===== src/rtl/cpuCfgPkg.sv =====
package cpuCfgPkg;

    // Both memories hold 64 words
    localparam int IMEM_DEPTH = 64;
    localparam int DMEM_DEPTH = 64;

    // Word index taken from byte address bits 7..2
    localparam int MEM_ADDR_LO = 2;
    localparam int MEM_ADDR_W  = 6;

    typedef logic [MEM_ADDR_W-1:0] memAddr_t;

    localparam logic [31:0] RESET_PC = 32'h0000_0000;

endpackage


===== src/rtl/rvIsaPkg.sv =====
package rvIsaPkg;

    typedef logic [31:0] word_t;     // Data and instruction word
    typedef logic [4:0]  regAddr_t;  // Register index
    typedef logic [3:0]  aluCtrl_t;  // ALU operation select

    localparam int NUM_REGS = 32;

    // Major opcodes of the supported subset
    localparam logic [6:0] OPC_RTYPE  = 7'b0110011;
    localparam logic [6:0] OPC_ADDI   = 7'b0010011;
    localparam logic [6:0] OPC_LOAD   = 7'b0000011;
    localparam logic [6:0] OPC_STORE  = 7'b0100011;
    localparam logic [6:0] OPC_BRANCH = 7'b1100011;

    // funct3 values
    localparam logic [2:0] F3_ADD = 3'b000;  // Also sub
    localparam logic [2:0] F3_SLT = 3'b010;
    localparam logic [2:0] F3_OR  = 3'b110;
    localparam logic [2:0] F3_AND = 3'b111;
    localparam logic [2:0] F3_BEQ = 3'b000;
    localparam logic [2:0] F3_LW  = 3'b010;
    localparam logic [2:0] F3_SW  = 3'b010;

    // Bit of funct7 that turns add into sub
    localparam int FUNCT7_SUB_BIT = 5;

    // ALU control codes
    localparam aluCtrl_t ALU_ADD = 4'd0;
    localparam aluCtrl_t ALU_SUB = 4'd1;
    localparam aluCtrl_t ALU_AND = 4'd2;
    localparam aluCtrl_t ALU_OR  = 4'd3;
    localparam aluCtrl_t ALU_SLT = 4'd4;

endpackage


===== src/rtl/ctrlIf.sv =====
`timescale 1ns/1ps

interface ctrlIf;
    import rvIsaPkg::*;

    logic     regWrite;
    logic     aluSrc;     // Immediate as second operand
    logic     memWrite;
    logic     memToReg;   // Load data to write-back
    logic     branch;
    aluCtrl_t aluCtrl;
    word_t    imm;

    modport dec (
        output regWrite, aluSrc, memWrite, memToReg, branch, aluCtrl, imm
    );

    modport exec (
        input regWrite, aluSrc, memWrite, memToReg, branch, aluCtrl, imm
    );

endinterface


===== src/rtl/dataMem.sv =====
`timescale 1ns/1ps

module dataMem (
    input  logic            CLK,
    input  logic            rstN,
    input  logic            we,
    input  rvIsaPkg::word_t addr,
    input  rvIsaPkg::word_t wdata,
    output rvIsaPkg::word_t rdata
);
    import rvIsaPkg::*;
    import cpuCfgPkg::*;

    word_t    mem [DMEM_DEPTH];
    memAddr_t idx;

    assign idx   = addr[MEM_ADDR_LO +: MEM_ADDR_W];  // Word index
    assign rdata = mem[idx];

    always_ff @(posedge CLK or negedge rstN) begin
        if (!rstN) begin
            for (int i = 0; i < DMEM_DEPTH; i++) begin
                mem[i] <= '0;
            end
        end else if (we) begin
            mem[idx] <= wdata;
        end
    end

endmodule


===== src/rtl/execUnit.sv =====
`timescale 1ns/1ps

module execUnit (
    input  logic            CLK,
    input  logic            rstN,
    ctrlIf.exec             ctrl,
    input  rvIsaPkg::word_t pc,
    input  rvIsaPkg::word_t rs1Data,
    input  rvIsaPkg::word_t rs2Data,
    output rvIsaPkg::word_t nextPc,
    output rvIsaPkg::word_t regData,
    output rvIsaPkg::word_t memAddr,
    output rvIsaPkg::word_t memData
);
    import rvIsaPkg::*;

    word_t opB;
    word_t aluResult;
    word_t loadData;
    word_t branchTarget;
    logic  zero;

    assign opB = ctrl.aluSrc ? ctrl.imm : rs2Data;

    always_comb begin
        case (ctrl.aluCtrl)
            ALU_SUB: aluResult = rs1Data - opB;
            ALU_AND: aluResult = rs1Data & opB;
            ALU_OR:  aluResult = rs1Data | opB;
            ALU_SLT: aluResult = {31'b0, $signed(rs1Data) < $signed(opB)};
            default: aluResult = rs1Data + opB;  // ALU_ADD
        endcase
    end

    // beq compares through the subtractor
    assign zero         = (aluResult == '0);
    assign branchTarget = pc + ctrl.imm;
    assign nextPc       = (ctrl.branch && zero) ? branchTarget : pc + 32'd4;

    assign memAddr = aluResult;
    assign memData = rs2Data;

    dataMem dmem_i (
        .CLK   (CLK),
        .rstN  (rstN),
        .we    (ctrl.memWrite),
        .addr  (aluResult),
        .wdata (rs2Data),
        .rdata (loadData)
    );

    assign regData = ctrl.memToReg ? loadData : aluResult;

endmodule


===== src/flat_wrapper.sv =====
// flat-port wrapper written by rule: the top's interface ports become plain ports
module execUnit_flat import rvIsaPkg::*;
  (CLK, rstN, pc, rs1Data, rs2Data, nextPc, regData, memAddr, memData, ctrl_regWrite, ctrl_aluSrc, ctrl_memWrite, ctrl_memToReg, ctrl_branch, ctrl_aluCtrl, ctrl_imm);
  ctrlIf ctrl_i ();
  input  logic CLK;
  input  logic rstN;
  input  rvIsaPkg::word_t pc;
  input  rvIsaPkg::word_t rs1Data;
  input  rvIsaPkg::word_t rs2Data;
  output rvIsaPkg::word_t nextPc;
  output rvIsaPkg::word_t regData;
  output rvIsaPkg::word_t memAddr;
  output rvIsaPkg::word_t memData;
  input wire logic [$bits(ctrl_i.regWrite)-1:0] ctrl_regWrite;
  input wire logic [$bits(ctrl_i.aluSrc)-1:0] ctrl_aluSrc;
  input wire logic [$bits(ctrl_i.memWrite)-1:0] ctrl_memWrite;
  input wire logic [$bits(ctrl_i.memToReg)-1:0] ctrl_memToReg;
  input wire logic [$bits(ctrl_i.branch)-1:0] ctrl_branch;
  input wire logic [$bits(ctrl_i.aluCtrl)-1:0] ctrl_aluCtrl;
  input wire logic [$bits(ctrl_i.imm)-1:0] ctrl_imm;
  assign ctrl_i.regWrite = ctrl_regWrite;
  assign ctrl_i.aluSrc = ctrl_aluSrc;
  assign ctrl_i.memWrite = ctrl_memWrite;
  assign ctrl_i.memToReg = ctrl_memToReg;
  assign ctrl_i.branch = ctrl_branch;
  assign ctrl_i.aluCtrl = ctrl_aluCtrl;
  assign ctrl_i.imm = ctrl_imm;
  execUnit u_core (.CLK(CLK), .rstN(rstN), .ctrl(ctrl_i), .pc(pc), .rs1Data(rs1Data), .rs2Data(rs2Data), .nextPc(nextPc), .regData(regData), .memAddr(memAddr), .memData(memData));
endmodule

===== config.mk =====
export PLATFORM = sky130hd
export DESIGN_NAME = execUnit_flat
export DESIGN_NICKNAME = d
export VERILOG_FILES = /design/src/rtl/cpuCfgPkg.sv /design/src/rtl/rvIsaPkg.sv /design/src/rtl/ctrlIf.sv /design/src/rtl/dataMem.sv /design/src/rtl/execUnit.sv /design/src/flat_wrapper.sv
export SDC_FILE = /design/constraint.sdc
export NUM_CORES = 2
export LEC_CHECK = 0
export BUFFER_PORTS_ARGS = -buffer_cell sky130_fd_sc_hd__buf_2
export CORE_MARGIN = 3
export CORE_UTILIZATION = 35
export DETAILED_ROUTE_END_ITERATION = 8
export GPL_ROUTABILITY_DRIVEN = 0
export SKIP_LAST_GASP = 1
export SLEW_MARGIN = 20
export SYNTH_ARGS = -nofsm -noshare
export SYNTH_HDL_FRONTEND = slang
export SYNTH_SLANG_ARGS = --single-unit

===== constraint.sdc =====
create_clock -name CLK -period 15.4 [get_ports CLK]
set_input_delay 1.54 -clock CLK [delete_from_list [all_inputs] [get_ports CLK]]
set_output_delay 1.54 -clock CLK [all_outputs]
set_load 0.05 [all_outputs]

After elaboration in Yosys (flattened, before gate mapping) --
Index checks and enable logic that the tools add are counted.
Storage, ports and cells: register bits 2048, bits of input ports 139, output and inout bits 128
Operators by class: add/sub/neg operators 4, $lt $le $gt $ge 3, equality and inequality tests 4, muxes and demuxes 10, bitwise gates (word level) 3, reduce and logical (&&, ||, !) cells 3
Operators by type and width (number):
- 2048-bit bitwise mux | 1
- 32-bit binary-select mux with 6-bit select | 1
- 32-bit demux with 6-bit select | 1
- 32-bit 2-to-1 mux | 6
- 32-bit one-hot mux with 4 select lines | 1
- 32-bit adder | 2
- 32-bit by 3-bit adder with 32-bit output (second input constant) | 1
- 32-bit bitwise AND | 1
- 32-bit logical NOT | 1
- 32-bit less-than comparator | 1
- 32-bit bitwise OR | 1
- 32-bit subtractor | 1
- 4-bit by 2-bit == test with 1-bit output (second input constant) | 2
- 7-bit >= comparator (second input constant) | 1
- 7-bit by 1-bit less-than comparator with 1-bit output (second input constant) | 1
- 6-bit inverter with 7-bit output | 1
- 4-bit by 1-bit == test with 1-bit output (second input constant) | 1
- 4-bit by 3-bit == test with 1-bit output (second input constant) | 1
- 1-bit logical AND | 2

Longest topological paths before layout --
depth after elaboration 9, gate-level depth with buffers 23

By module --
A second synthesis with hierarchy kept.
Second synthesis, totals: cells, all modules 8069, area total of the unflattened synthesis 100954.3 µm²
Modules (own cells, without submodules):
- dataMem | times used 1, cells each 6758, area each 92098.3 µm²
- execUnit | times used 1, cells each 1311, area each 8856.0 µm²

Worst setup path after synthesis --
OpenSTA, ideal clock, no wires.
path kind input to output, from in ctrl_aluSrc, to out nextPc[13], data arrival time 7.656 ns, setup slack 6.204 ns, stages 21, path buffers 3, path through clkbuf_1 buf_1 mux2i_1 inv_1 ha_1 inv_1 fa_1 nor2b_1 o311a_1 o221a_2 a211oi_2 a2111oi_1 a311o_1 o311ai_1 nor4_1 nand4_1 nor4_2 nand4_4 buf_2 nor2_1 a21oi_1
Between the ends: word-level cells in the longest chain between the ends 6, elaborated cells between the ends (all ways) 10
Ends and longest elaborated chain:
- from (decl) | line flat_wrapper.sv:15 | input wire logic [$bits(ctrl_i.aluSrc)-1:0] ctrl_aluSrc;
- 32-bit 2-to-1 mux * | line execUnit.sv:23 | assign opB = ctrl.aluSrc ? ctrl.imm : rs2Data;
- 32-bit adder (tied with other cells) | line execUnit.sv:31 | default: aluResult = rs1Data + opB;
- 32-bit one-hot mux with 4 select lines * | line execUnit.sv:26 | case (ctrl.aluCtrl)
- via memAddr[24] | line flat_wrapper.sv:12 | output rvIsaPkg::word_t memAddr;
- 32-bit logical NOT * | line execUnit.sv:36 | assign zero = (aluResult == '0);
- 1-bit logical AND * | line execUnit.sv:38 | assign nextPc = (ctrl.branch && zero) ? branchTarget : pc + 32'd4;
- 32-bit 2-to-1 mux * | line execUnit.sv:38
- to (decl) | line flat_wrapper.sv:10 | output rvIsaPkg::word_t nextPc;
Mark *: on every way through the listed nets, which the timed path passes. The rest lies on a longest branch.

Worst setup path in the final report --
from in ctrl_aluSrc, to out regData[22]
Between the ends: word-level cells in the longest chain between the ends 8, elaborated cells between the ends (all ways) 11
Ends and longest elaborated chain:
- 32-bit 2-to-1 mux * | line execUnit.sv:23
- 32-bit adder (tied with other cells) | line execUnit.sv:31
- 32-bit one-hot mux with 4 select lines * | line execUnit.sv:26
- 6-bit inverter with 7-bit output (not written as such) | line dataMem.sv:18 | assign rdata = mem[idx];
- 32-bit binary-select mux with 6-bit select | line dataMem.sv:18
- 32-bit 2-to-1 mux (not written as such) (2 in series) | line dataMem.sv:18
- 32-bit 2-to-1 mux * | line execUnit.sv:52 | assign regData = ctrl.memToReg ? loadData : aluResult;
- to (decl) | line flat_wrapper.sv:11 | output rvIsaPkg::word_t regData;
Mark *: on every way between the ends. The rest lies on a longest branch, timed or not. The select of a mux whose other input is x is not followed.

==> impl_metrics.json <==
{
  "cpMaxStageDelayCell": "or2_1",
  "start_kind": "input pin",
  "fill_cells": 25800,
  "design_area_um2": 109000,
  "rsz0062_at_grt": "no",
  "core-area_um2": 274000,
  "place_area_um2": 102000,
  "syn_area_per_cell_um2": 12.7,
  "gr-total-overflow": 0,
  "powerDensity_nw_per_um2": 169,
  "yosys.cell_count.top_type": "dfrtp_1",
  "wl_um": 348000,
  "num_io_pins": 267,
  "initial_core_util": 0.353,
  "rr_worst_depth": 1,
  "syn_nets": 7886,
  "min_period_over_period": 0.649,
  "status": "completed",
  "clkTransAtPathRegs_ns": 0.06,
  "path_cells": "buf_2 -> buf_4 -> mux2i_1 -> inv_1 -> ha_1 -> or3b_1 -> a21oi_1 -> o21bai_1 -> o31ai_1 -> or2_1 -> inv_2 -> nor2_4 -> buf_4 -> buf_12 -> a22oi_1 -> nand4_1 -> a21oi_1 -> a41oi_1 -> buf_2",
  "largest_reg_flops": 2048,
  "cp_max_fo": 104,
  "async_flop_share": 1.00,
  "yosys.area.top_type_share": 0.530,
  "die_area_um2": 283000,
  "critPathArrivalTime_ns": 8.46,
  "worst_slack_ns": 5.40,
  "crit_path_end_kind": "primary output",
  "dieWidth_um": 532,
  "hpwl_um": 212000,
  "worst_slew_pin_slew_ns": 1.24,
  "cts_setup_buffers": 0,
  "synth_area_leaders": "dfrtp_1, mux2_2, a22oi_1, ha_1, clkbuf_1",
  "ys_types": 93,
  "ys.flop_type": "dfrtp_1",
  "drive_above_1_share": 0.382,
  "grt_max_degree": 175,
  "whs_ns": 0.483,
  "seq_area_frac_synth": 0.530,
  "slew_headroom": 0.162,
  "port_buffers": 265,
  "min_delay_path_depth": 1,
  "r2r-start": "u_core.dmem_i.mem[1155]",
  "regMostFlops": "u_core.dmem_i.mem",
  "cts_resized": 0,
  "insertion_delay_ns": 0.84,
  "clockRootBuffer": "clkbuf_16",
  "setup_violations": 0,
  "critPathBufInv": 7,
  "routed_via_density": 6.06,
  "fmax_mhz": 100,
  "final_nets": 7817,
  "tns_ns": 0,
  "register_area_um2": 51200,
  "area_growth_pct": 12.3,
  "drt-wirelength-per-cell_um": 30.6,
  "ctsHtreeMaxLevel": 4,
  "worst_ep_required_time_ns": 13.86,
  "syn-cell-area_um2": 96800,
  "skew_ns": 0,
  "cts_made_buffers": 204,
  "antenna_found_initial": 24,
  "crit_type": "in2out",
  "drc": 0,
  "finalHoldViolCount": 0,
  "grt_usage": 0.238,
  "via_count": 68900,
  "multi_input_area_um2": 42500,
  "drt_first_pass_iters": 6,
  "yosysWarnings": 0,
  "grt_pass1_vias": 69200,
  "ir_worst_vdd_v": 0.000146,
  "drtAntennaViolNets": 0,
  "dieHeight_um": 532,
  "p_leak_nw": 48.5,
  "drv_slew": 0,
  "drv_cap": 0,
  "rrSetupSlack_ns": 14.60,
  "cp_top_family": "buffers and inverters",
  "drtIter0Drc": 7547,
  "hold_buffers": 0,
  "yosys.area.top_type": "dfrtp_1",
  "period_needed_ns": 10.00,
  "critPathMaxStageDelay_ns": 0.73,
  "hold_start": "u_core.dmem_i.mem[943]",
  "timing.rr.end": "u_core.dmem_i.mem[1155]",
  "dp_slack_ns": 5.47,
  "synth-seq-cells": 2048,
  "std_cell_rows": 192,
  "worstHoldPathType": "reg2reg",
  "grt_pass1_wl_um": 500000,
  "synth-edff-count": 0,
  "yosys-top-cells-count": "dfrtp_1, mux2_2, a22oi_1",
  "clock-sinks": 2048,
  "reg_top3": "u_core.dmem_i.mem x2048",
  "clock_path_buffers": 3,
  "cts_tree": "done",
  "hold_end": "u_core.dmem_i.mem[943]",
  "synth_cells": 7594
}
area by class of cell:
class	instances	share of cell area
clock inverter	42	0.00378
inverter	134	0.00463
tap	3686	0.0424
antenna	12	0.000276
timing repair buffer	473	0.0286
sequential	2048	0.472
clock buffer	321	0.0575
multi-input combinational	4664	0.391
where the power goes:
part	total [mW]	internal (mW)	leakage [nW]	switching, mW
clock network	4.98	2.85	3.28	2.13
registers	8.68	7.55	27.2	1.13
logic	4.72	2.19	18.0	2.53
total	18.4	12.6	48.5	5.78
routing by layer:
| metal | track usage | share of wire | vias to the layer above |
|---|---|---|---|
| met2 | 0.368 | 0.45 | 3250 |
| met5 | 0 | 0.00028 | - |
| met3 | 0.0529 | 0.089 | 650 |
| met1 | 0.326 | 0.42 | 36800 |
| met4 | 0.0885 | 0.040 | 10 |
| li1 | - | - | 28200 |
through the flow:
stage          cells  power, mW   util
2_1_floorplan   7594       11.7      -
3_3_place_gp   11000       13.1  0.372
3_5_place_dp   11000       13.4  0.372
4_1_cts        11400       18.4  0.396
5_1_grt        11400       19.2  0.396
6_report       11400       18.4  0.396
cells in the final DEF (no fill, tap or decap), drive strengths merged, types with 13 or more instances in the layout:
cell,count
a211oi,13
a21o,29
a21oi,203
a221oi,30
a22o,23
a22oi,1024
a31oi,17
a41oi,116
buf,473
clkbuf,321
clkinv,26
dfrtp,2048
ha,150
inv,139
mux2,2056
mux2i,46
nand2,101
nand2b,20
nand3,48
nand4,181
nor2,185
nor2b,21
nor3,30
nor4,17
o211ai,16
o21ai,72
o21bai,14
o31ai,16
xnor2,59
xor2,26
logic make-up (layout without fill, tap and decap cells):
family	count (synthesis)	after routing	synth area share
AOI/OAI and AO/OA	1650	1650	0.125
xor gates and xnor gates	85	85	0.00769
adders and majority gates	153	153	0.0200
buffers and inverters	882	970	0.0375
DFF	2048	2048	0.530
muxes	2102	2102	0.244
other	0	12	0
and+or+nand+nor	674	674	0.0366
worst max path at each step:
stage	start	endpoint	slack, ns	cells past startpoint
6_report	ctrl_aluSrc	regData[22]	5.40	19
5_1_grt	ctrl_aluSrc	regData[3]	5.10	18
4_1_cts	ctrl_aluSrc	regData[3]	5.44	18
3_5_place_dp	ctrl_aluSrc	regData[3]	5.47	18
3_3_place_gp	ctrl_aluSrc	regData[22]	5.56	19
2_1_floorplan	ctrl_aluSrc	nextPc[13]	6.20	21
(Power assumes the default switching activity.)
