`config.mk`:
```
export PLATFORM = sky130hd
export DESIGN_NAME = instrDecoder_flat
export DESIGN_NICKNAME = d
export VERILOG_FILES = /design/src/rtl/rvIsaPkg.sv /design/src/rtl/ctrlIf.sv /design/src/rtl/instrDecoder.sv /design/src/flat_wrapper.sv
export SDC_FILE = /design/constraint.sdc
export NUM_CORES = 1
export LEC_CHECK = 0
export ABC_AREA = 1
export CORE_AREA = 10 10 47 49
export DETAILED_ROUTE_END_ITERATION = 8
export DIE_AREA = 0 0 57 59
export DONT_BUFFER_PORTS = 1
export GPL_TIMING_DRIVEN = 0
export PLACE_DENSITY = 0.59
export SLEW_MARGIN = 20
export SYNTH_ARGS = -nofsm -noshare
export SYNTH_HDL_FRONTEND = slang
export SYNTH_SLANG_ARGS = --single-unit
```
`constraint.sdc`:
```
create_clock -name vclk -period 4.27
set_input_delay 1.281 -clock vclk [all_inputs]
set_output_delay 1.281 -clock vclk [all_outputs]
set_load 0.01 [all_outputs]
```
`src/rtl/rvIsaPkg.sv`:
```
package rvIsaPkg;

    typedef logic [31:0] word_t;     // Data and instruction word
    typedef logic [4:0]  regAddr_t;  // Register index
    typedef logic [3:0]  aluCtrl_t;  // ALU operation select

    localparam int NUM_REGS = 32;

    // Major opcodes of the supported subset
    localparam logic [6:0] OPC_RTYPE  = 7'b0110011;
    localparam logic [6:0] OPC_ADDI   = 7'b0010011;
    localparam logic [6:0] OPC_LOAD   = 7'b0000011;
    localparam logic [6:0] OPC_STORE  = 7'b0100011;
    localparam logic [6:0] OPC_BRANCH = 7'b1100011;

    // funct3 values
    localparam logic [2:0] F3_ADD = 3'b000;  // Also sub
    localparam logic [2:0] F3_SLT = 3'b010;
    localparam logic [2:0] F3_OR  = 3'b110;
    localparam logic [2:0] F3_AND = 3'b111;
    localparam logic [2:0] F3_BEQ = 3'b000;
    localparam logic [2:0] F3_LW  = 3'b010;
    localparam logic [2:0] F3_SW  = 3'b010;

    // Bit of funct7 that turns add into sub
    localparam int FUNCT7_SUB_BIT = 5;

    // ALU control codes
    localparam aluCtrl_t ALU_ADD = 4'd0;
    localparam aluCtrl_t ALU_SUB = 4'd1;
    localparam aluCtrl_t ALU_AND = 4'd2;
    localparam aluCtrl_t ALU_OR  = 4'd3;
    localparam aluCtrl_t ALU_SLT = 4'd4;

endpackage

```
`src/rtl/ctrlIf.sv`:
```
`timescale 1ns/1ps

interface ctrlIf;
    import rvIsaPkg::*;

    logic     regWrite;
    logic     aluSrc;     // Immediate as second operand
    logic     memWrite;
    logic     memToReg;   // Load data to write-back
    logic     branch;
    aluCtrl_t aluCtrl;
    word_t    imm;

    modport dec (
        output regWrite, aluSrc, memWrite, memToReg, branch, aluCtrl, imm
    );

    modport exec (
        input regWrite, aluSrc, memWrite, memToReg, branch, aluCtrl, imm
    );

endinterface

```
`src/rtl/instrDecoder.sv`:
```
`timescale 1ns/1ps

module instrDecoder (
    input  logic            rstN,
    input  rvIsaPkg::word_t instr,
    ctrlIf.dec              ctrl
);
    import rvIsaPkg::*;

    logic [6:0] opcode;
    logic [2:0] funct3;
    logic [6:0] funct7;
    regAddr_t   rd;
    word_t      immI;
    word_t      immS;
    word_t      immB;
    aluCtrl_t   rAluCtrl;
    logic       rSupported;

    assign opcode = instr[6:0];
    assign funct3 = instr[14:12];
    assign funct7 = instr[31:25];
    assign rd     = instr[11:7];

    // Sign-extended immediates
    assign immI = {{20{instr[31]}}, instr[31:20]};
    assign immS = {{20{instr[31]}}, instr[31:25], instr[11:7]};
    assign immB = {{19{instr[31]}}, instr[31], instr[7], instr[30:25], instr[11:8], 1'b0};

    // R-type ALU control
    always_comb begin
        rSupported = 1'b1;
        case (funct3)
            F3_ADD:  rAluCtrl = funct7[FUNCT7_SUB_BIT] ? ALU_SUB : ALU_ADD;
            F3_AND:  rAluCtrl = ALU_AND;
            F3_OR:   rAluCtrl = ALU_OR;
            F3_SLT:  rAluCtrl = ALU_SLT;
            default: begin
                rAluCtrl   = ALU_ADD;
                rSupported = 1'b0;  // xor, shifts and the like
            end
        endcase
    end

    always_comb begin
        ctrl.regWrite = 1'b0;
        ctrl.aluSrc   = 1'b0;
        ctrl.memWrite = 1'b0;
        ctrl.memToReg = 1'b0;
        ctrl.branch   = 1'b0;
        ctrl.aluCtrl  = ALU_ADD;
        ctrl.imm      = '0;
        if (rstN) begin
            case (opcode)
                OPC_RTYPE: begin
                    ctrl.regWrite = rSupported;
                    ctrl.aluCtrl  = rAluCtrl;
                end
                OPC_ADDI: begin
                    ctrl.regWrite = (funct3 == F3_ADD);
                    ctrl.aluSrc   = 1'b1;
                    ctrl.imm      = immI;
                end
                OPC_LOAD: begin
                    ctrl.regWrite = (funct3 == F3_LW);  // Word loads only
                    ctrl.aluSrc   = 1'b1;
                    ctrl.memToReg = 1'b1;
                    ctrl.imm      = immI;
                end
                OPC_STORE: begin
                    ctrl.aluSrc   = 1'b1;
                    ctrl.memWrite = (funct3 == F3_SW);
                    ctrl.imm      = immS;
                end
                OPC_BRANCH: begin
                    ctrl.branch  = (funct3 == F3_BEQ);  // bne etc. fall through
                    ctrl.aluCtrl = ALU_SUB;
                    ctrl.imm     = immB;
                end
                default: ;  // Unknown opcode is a no-op
            endcase
            // x0 is never written
            if (rd == '0) begin
                ctrl.regWrite = 1'b0;
            end
        end
    end

endmodule

```
`src/flat_wrapper.sv`:
```
// flat-port wrapper written by rule: the top's interface ports become plain ports
module instrDecoder_flat import rvIsaPkg::*;
  (rstN, instr, ctrl_regWrite, ctrl_aluSrc, ctrl_memWrite, ctrl_memToReg, ctrl_branch, ctrl_aluCtrl, ctrl_imm);
  ctrlIf ctrl_i ();
  input  logic rstN;
  input  rvIsaPkg::word_t instr;
  output wire logic [$bits(ctrl_i.regWrite)-1:0] ctrl_regWrite;
  output wire logic [$bits(ctrl_i.aluSrc)-1:0] ctrl_aluSrc;
  output wire logic [$bits(ctrl_i.memWrite)-1:0] ctrl_memWrite;
  output wire logic [$bits(ctrl_i.memToReg)-1:0] ctrl_memToReg;
  output wire logic [$bits(ctrl_i.branch)-1:0] ctrl_branch;
  output wire logic [$bits(ctrl_i.aluCtrl)-1:0] ctrl_aluCtrl;
  output wire logic [$bits(ctrl_i.imm)-1:0] ctrl_imm;
  assign ctrl_regWrite = ctrl_i.regWrite;
  assign ctrl_aluSrc = ctrl_i.aluSrc;
  assign ctrl_memWrite = ctrl_i.memWrite;
  assign ctrl_memToReg = ctrl_i.memToReg;
  assign ctrl_branch = ctrl_i.branch;
  assign ctrl_aluCtrl = ctrl_i.aluCtrl;
  assign ctrl_imm = ctrl_i.imm;
  instrDecoder u_core (.rstN(rstN), .instr(instr), .ctrl(ctrl_i));
endmodule
```
## Yosys cells after proc, flatten, opt, wreduce, memory -nomap -nowiden

Index checks and enable logic that the tools add are counted.

- Flip-flop bits (word level): 0
- Word-level logic and storage cells: 31
- Output and inout port bits: 41
- Input bits: 33

- Reductions and logical operators: 5
- Muxes and demuxes: 18
- Equality and inequality tests: 8

Operators by type and width:

| cell | count |
|---|---|
| 32-bit case mux with 3 select lines | 1 |
| 32-bit 2-to-1 mux | 1 |
| 4-bit case mux with 4 select lines | 1 |
| 7-bit by 6-bit equality test with 1-bit output, second input constant | 2 |
| 1-bit 2-to-1 mux | 12 |
| 4-bit case mux with 2 select lines | 1 |
| 7-bit by 2-bit equality test with 1-bit output, second input constant | 1 |
| 7-bit by 5-bit equality test with 1-bit output, second input constant | 1 |
| 7-bit equality test, second input constant | 1 |
| 3-bit equality test, second input constant | 2 |
| 5-bit zero test | 1 |
| 4-bit 2-to-1 mux | 1 |
| 4-bit OR reduction | 1 |
| 3-bit by 2-bit equality test with 1-bit output, second input constant | 1 |
| 3-bit zero test | 1 |
| 1-bit case mux with 3 select lines | 1 |
| 3-bit OR reduction | 1 |
| 2-bit OR reduction | 1 |

## Longest topological paths before layout

- Depth after elaboration: 6
- Mapped depth: 8
- Mapped depth without buffers: 8

## Worst setup path before layout

No wires, ideal clock.

- Path kind: input to output
- Start point: input port instr[1]
- End point: output port ctrl_imm[13]
- Arrival time: 2.757 ns
- Required time: 2.989 ns
- Buffers on the path: 1
- Stages: 7
- Path slack: 0.232 ns
- Cell sequence: nand2_1 inv_1 nand2_4 nor2_8 o21ai_4 nor2_1 buf_4

- Longest elaborated chain between the ends: 4
- Elaborated cells on any way between the ends: 7
- Those cells by class: eq/ne: 4; mux: 2; reduce/logical: 1

RTL lines:

| element | line | source |
|---|---|---|
| start: declaration | flat_wrapper.sv:6 | `input rvIsaPkg::word_t instr;` |
| 7-bit by 5-bit equality test with 1-bit output / 7-bit by 2-bit equality test with 1-bit output (equally long branches) | instrDecoder.sv:54 | `case (opcode)` |
| 2-bit OR reduction (no source line) | n/a |  |
| 32-bit case mux with 3 select lines * | instrDecoder.sv:54 |  |
| 32-bit 2-to-1 mux * | instrDecoder.sv:53 | `if (rstN) begin` |
| end: declaration | flat_wrapper.sv:13 | `output wire logic [$bits(ctrl_i.imm)-1:0] ctrl_imm;` |

Every way passes the cells marked *; elsewhere a longest branch is shown, timed or not.

## Worst setup path after layout

- Start point: input port instr[1]
- End point: output port ctrl_imm[30]

The elaborated chain is that of the path after synthesis.

==> impl_metrics.prom <==
# TYPE chip_impl_metric gauge
chip_impl_metric{name="drt_iter0_drc",unit=""} 9
chip_impl_metric{name="layout.core_utilization",unit="%"} 43.1
chip_impl_info{name="worst_hold_path_type",value="in2out"} 1
chip_impl_metric{name="report.final.hold_viol_count",unit=""} 0
chip_impl_metric{name="initial_core_util",unit="%"} 41.5
chip_impl_metric{name="finalCriticalPeriod",unit="ns"} 3.88
chip_impl_metric{name="design_area",unit="sq um"} 604
chip_impl_metric{name="switching_share",unit="%"} 65.0
chip_impl_metric{name="floorplan.die.height",unit="microns"} 59
chip_impl_metric{name="post-route-period-util",unit="%"} 90.9
chip_impl_metric{name="detailedPlace.worstSlack",unit="ns"} -0.0152
chip_impl_metric{name="worst_pin_slew",unit="ns"} 0.712
chip_impl_metric{name="achievable-frequency",unit="MHz"} 258
chip_impl_metric{name="synthToLayoutAreaGrowth",unit="%"} 3.87
chip_impl_metric{name="gr-usage-all-layers",unit="%"} 9.46
chip_impl_metric{name="placement.cell_area",unit="sq um"} 602
chip_impl_metric{name="port_buffers",unit=""} 0
chip_impl_metric{name="layout-drive-gt1-share",unit="%"} 28.4
chip_impl_metric{name="critPathMaxFanout",unit=""} 20
chip_impl_info{name="run_status",value="finished clean"} 1
chip_impl_metric{name="p_clk_share",unit="%"} 0
chip_impl_metric{name="place_congestion",unit=""} 0.805
chip_impl_metric{name="share_of_synthesized_area_occupied_by_flip_flops_and_latches",unit="%"} 0
chip_impl_metric{name="use_met2",unit="%"} 18.6
chip_impl_metric{name="cts_post_setup_buffers_inserted",unit=""} 0
chip_impl_metric{name="die_w",unit="microns"} 57
chip_impl_metric{name="comb_power_share",unit="%"} 100.0
chip_impl_metric{name="nFlopsAndLatches",unit=""} 0
chip_impl_metric{name="synth.lib_cells_used.distinct",unit=""} 17
chip_impl_metric{name="slew_headroom",unit="%"} 52.5
chip_impl_metric{name="number_of_global_route_vias_before_repair",unit=""} 585
chip_impl_metric{name="overflow",unit=""} 0
chip_impl_metric{name="antenna_cells_inserted",unit=""} 0
chip_impl_metric{name="placementRows",unit=""} 14
chip_impl_metric{name="critical_path.max_stage_delay",unit="ns"} 0.56
chip_impl_metric{name="peakVddDrop",unit="uV"} 17.9
chip_impl_info{name="crit_slowest_cell",value="sky130_fd_sc_hd__nor2_2"} 1
chip_impl_info{name="rsz0062_at_grt",value="no"} 1
chip_impl_metric{name="synth.cell_area",unit="sq um"} 582
chip_impl_metric{name="netSwitchingPower",unit="uW"} 14.0
chip_impl_metric{name="grt_max_degree",unit=""} 21
chip_impl_info{name="end_kind",value="output port"} 1
chip_impl_metric{name="grt_antenna_before_repair",unit=""} 0
chip_impl_metric{name="synthesized_area_divided_by_synthesized_cell_count",unit="sq um"} 5.34
chip_impl_info{name="path_class",value="in2out"} 1
chip_impl_metric{name="required_time_reported_for_the_critical_path_endpoint",unit="ns"} 2.99
chip_impl_metric{name="globalRouteMet3Util",unit="%"} 3.22
chip_impl_metric{name="mappedNetlistNets",unit=""} 142
chip_impl_metric{name="grt.met1_usage",unit="%"} 9.96
chip_impl_info{name="grt.busiest_layer",value="met2"} 1
chip_impl_metric{name="final.setup.tns",unit="ns"} 0
chip_impl_metric{name="via_count",unit=""} 609
chip_impl_metric{name="fin_nets",unit=""} 144
chip_impl_metric{name="drc",unit=""} 0
chip_impl_metric{name="totalPowerFinal",unit="uW"} 21.6
chip_impl_metric{name="area_of_the_die",unit="sq mm"} 0.00336
chip_impl_metric{name="synth.yosys.warnings",unit=""} 0
chip_impl_metric{name="syn-instance-count",unit=""} 109
chip_impl_metric{name="maxSlewViolCount",unit=""} 0
chip_impl_metric{name="share_seq_of_total_power",unit="%"} 0
chip_impl_metric{name="fin_ws",unit="ns"} 0.389
chip_impl_metric{name="detail_route.wl_per_cell",unit="microns"} 15.1
chip_impl_metric{name="grt_first_pass_wirelength",unit="microns"} 2810
chip_impl_metric{name="fp.coreArea",unit="sq mm"} 0.00140
chip_impl_metric{name="maxCapViolations",unit=""} 0
chip_impl_metric{name="drt_pass1_iterations",unit=""} 4
chip_impl_metric{name="p_int",unit="uW"} 7.55
chip_impl_metric{name="cp_num_buf_inv",unit=""} 2
chip_impl_metric{name="detailedPlacementHpwl",unit="microns"} 1710
chip_impl_info{name="crit_path_cell_trace",value="nand2_1, inv_1, nand2_4, nor2_8, o21ai_4, nor2_2, buf_4"} 1
chip_impl_metric{name="ant_nets",unit=""} 0
chip_impl_info{name="path_delay_family",value="simple AND/OR/NAND/NOR gates"} 1
chip_impl_metric{name="final-seq-area",unit="sq um"} 0
chip_impl_metric{name="pleak",unit="uW"} 0.000358
chip_impl_metric{name="drt_wl_total",unit="microns"} 1890
chip_impl_metric{name="power.density",unit="mW/mm^2"} 35.7
chip_impl_metric{name="setup-violations-final",unit=""} 0
chip_impl_metric{name="routed_via_density",unit=""} 4.87
chip_impl_metric{name="clockBufferCount",unit=""} 0
chip_impl_metric{name="floorplan.io_pins",unit=""} 74
chip_impl_metric{name="crit_arrival",unit="ns"} 2.60
chip_impl_info{name="critPathLaunchType",value="primary input"} 1
## cell type report
class                      instances  area (sq um)
inverter                          18          67.6
buffer                            20           150
fill                             154           797
multi-input combinational         71           367
tap                               16          20.0
## per-layer routing
layer / vias to the layer above / wire length, microns
met5: - / 0
met4: 0 / 0
met3: 0 / 199
met2: 32 / 1030
met1: 261 / 658
li1: 316 / -
## logic make-up after synthesis
| group | Yosys count | synth area share [%] |
|---|---|---|
| buf+inv | 38 | 37.4 |
| other cells | 1 | 0.645 |
| simple gates | 58 | 49.7 |
| compound gates | 12 | 12.3 |
## layout by cell type (no fill, tap or decap), drive strengths merged
| cell type | netlist | routed |
|---|---|---|
| nor4 | 1 | 1 |
| nand3 | 10 | 10 |
| inv | 18 | 18 |
| o21ai | 5 | 5 |
| a21oi | 7 | 7 |
| nand2 | 23 | 23 |
| nor2 | 23 | 23 |
| nor3 | 1 | 1 |
| conb | 1 | 1 |
| buf | 20 | 20 |
## path summary, 6_finish.rpt
| kind | slack [ns] | cells past startpoint | start | endpoint |
|---|---|---|---|---|
| setup / recovery | 0.39 | 7 | instr[1] | ctrl_imm[30] |
| hold / removal | 2.63 | 1 | instr[4] | ctrl_memToReg |
## repair_timing
item | in CTS | in global routing
setup endpoints to repair | 19 | 0
hold endpoints to repair | 0 | 0
gates resized for setup | 1 | 0
hold buffers | 0 | 0
## cell usage after synthesis
| cell type | instances | area, sq um |
|---|---|---|
| sky130_fd_sc_hd__a21oi_1 | 7 | 35.0 |
| sky130_fd_sc_hd__buf_4 | 20 | 150 |
| sky130_fd_sc_hd__conb_1 | 1 | 3.75 |
| sky130_fd_sc_hd__inv_1 | 16 | 60.1 |
| sky130_fd_sc_hd__inv_2 | 2 | 7.51 |
| sky130_fd_sc_hd__nand2_1 | 20 | 75.1 |
| sky130_fd_sc_hd__nand2_2 | 2 | 12.5 |
| sky130_fd_sc_hd__nand2_4 | 1 | 11.3 |
| sky130_fd_sc_hd__nand3_1 | 10 | 50.1 |
| sky130_fd_sc_hd__nor2_1 | 19 | 71.3 |
| sky130_fd_sc_hd__nor2_2 | 1 | 6.26 |
| sky130_fd_sc_hd__nor2_4 | 1 | 11.3 |
| sky130_fd_sc_hd__nor2_8 | 2 | 40.0 |
| sky130_fd_sc_hd__nor3_1 | 1 | 5.00 |
| sky130_fd_sc_hd__nor4_1 | 1 | 6.26 |
| sky130_fd_sc_hd__o21ai_0 | 4 | 20.0 |
| sky130_fd_sc_hd__o21ai_4 | 1 | 16.3 |
## metrics by stage
stage,std cells,hold WS [ns]
2_1_floorplan,109,2.62
3_3_place_gp,125,2.62
3_5_place_dp,125,2.63
4_1_cts,125,2.63
5_1_grt,125,2.63
6_report,125,2.63
## power by group through the flow
stage          Sequential [uW]  Clock (uW)  Combinational, uW
2_1_floorplan                0           0               18.8
3_3_place_gp                 0           0               21.4
3_5_place_dp                 0           0               21.6
4_1_cts                      0           0               21.8
5_1_grt                      0           0               24.6
6_report                     0           0               21.6
Note: power is estimated with default switching activity, not from simulation.
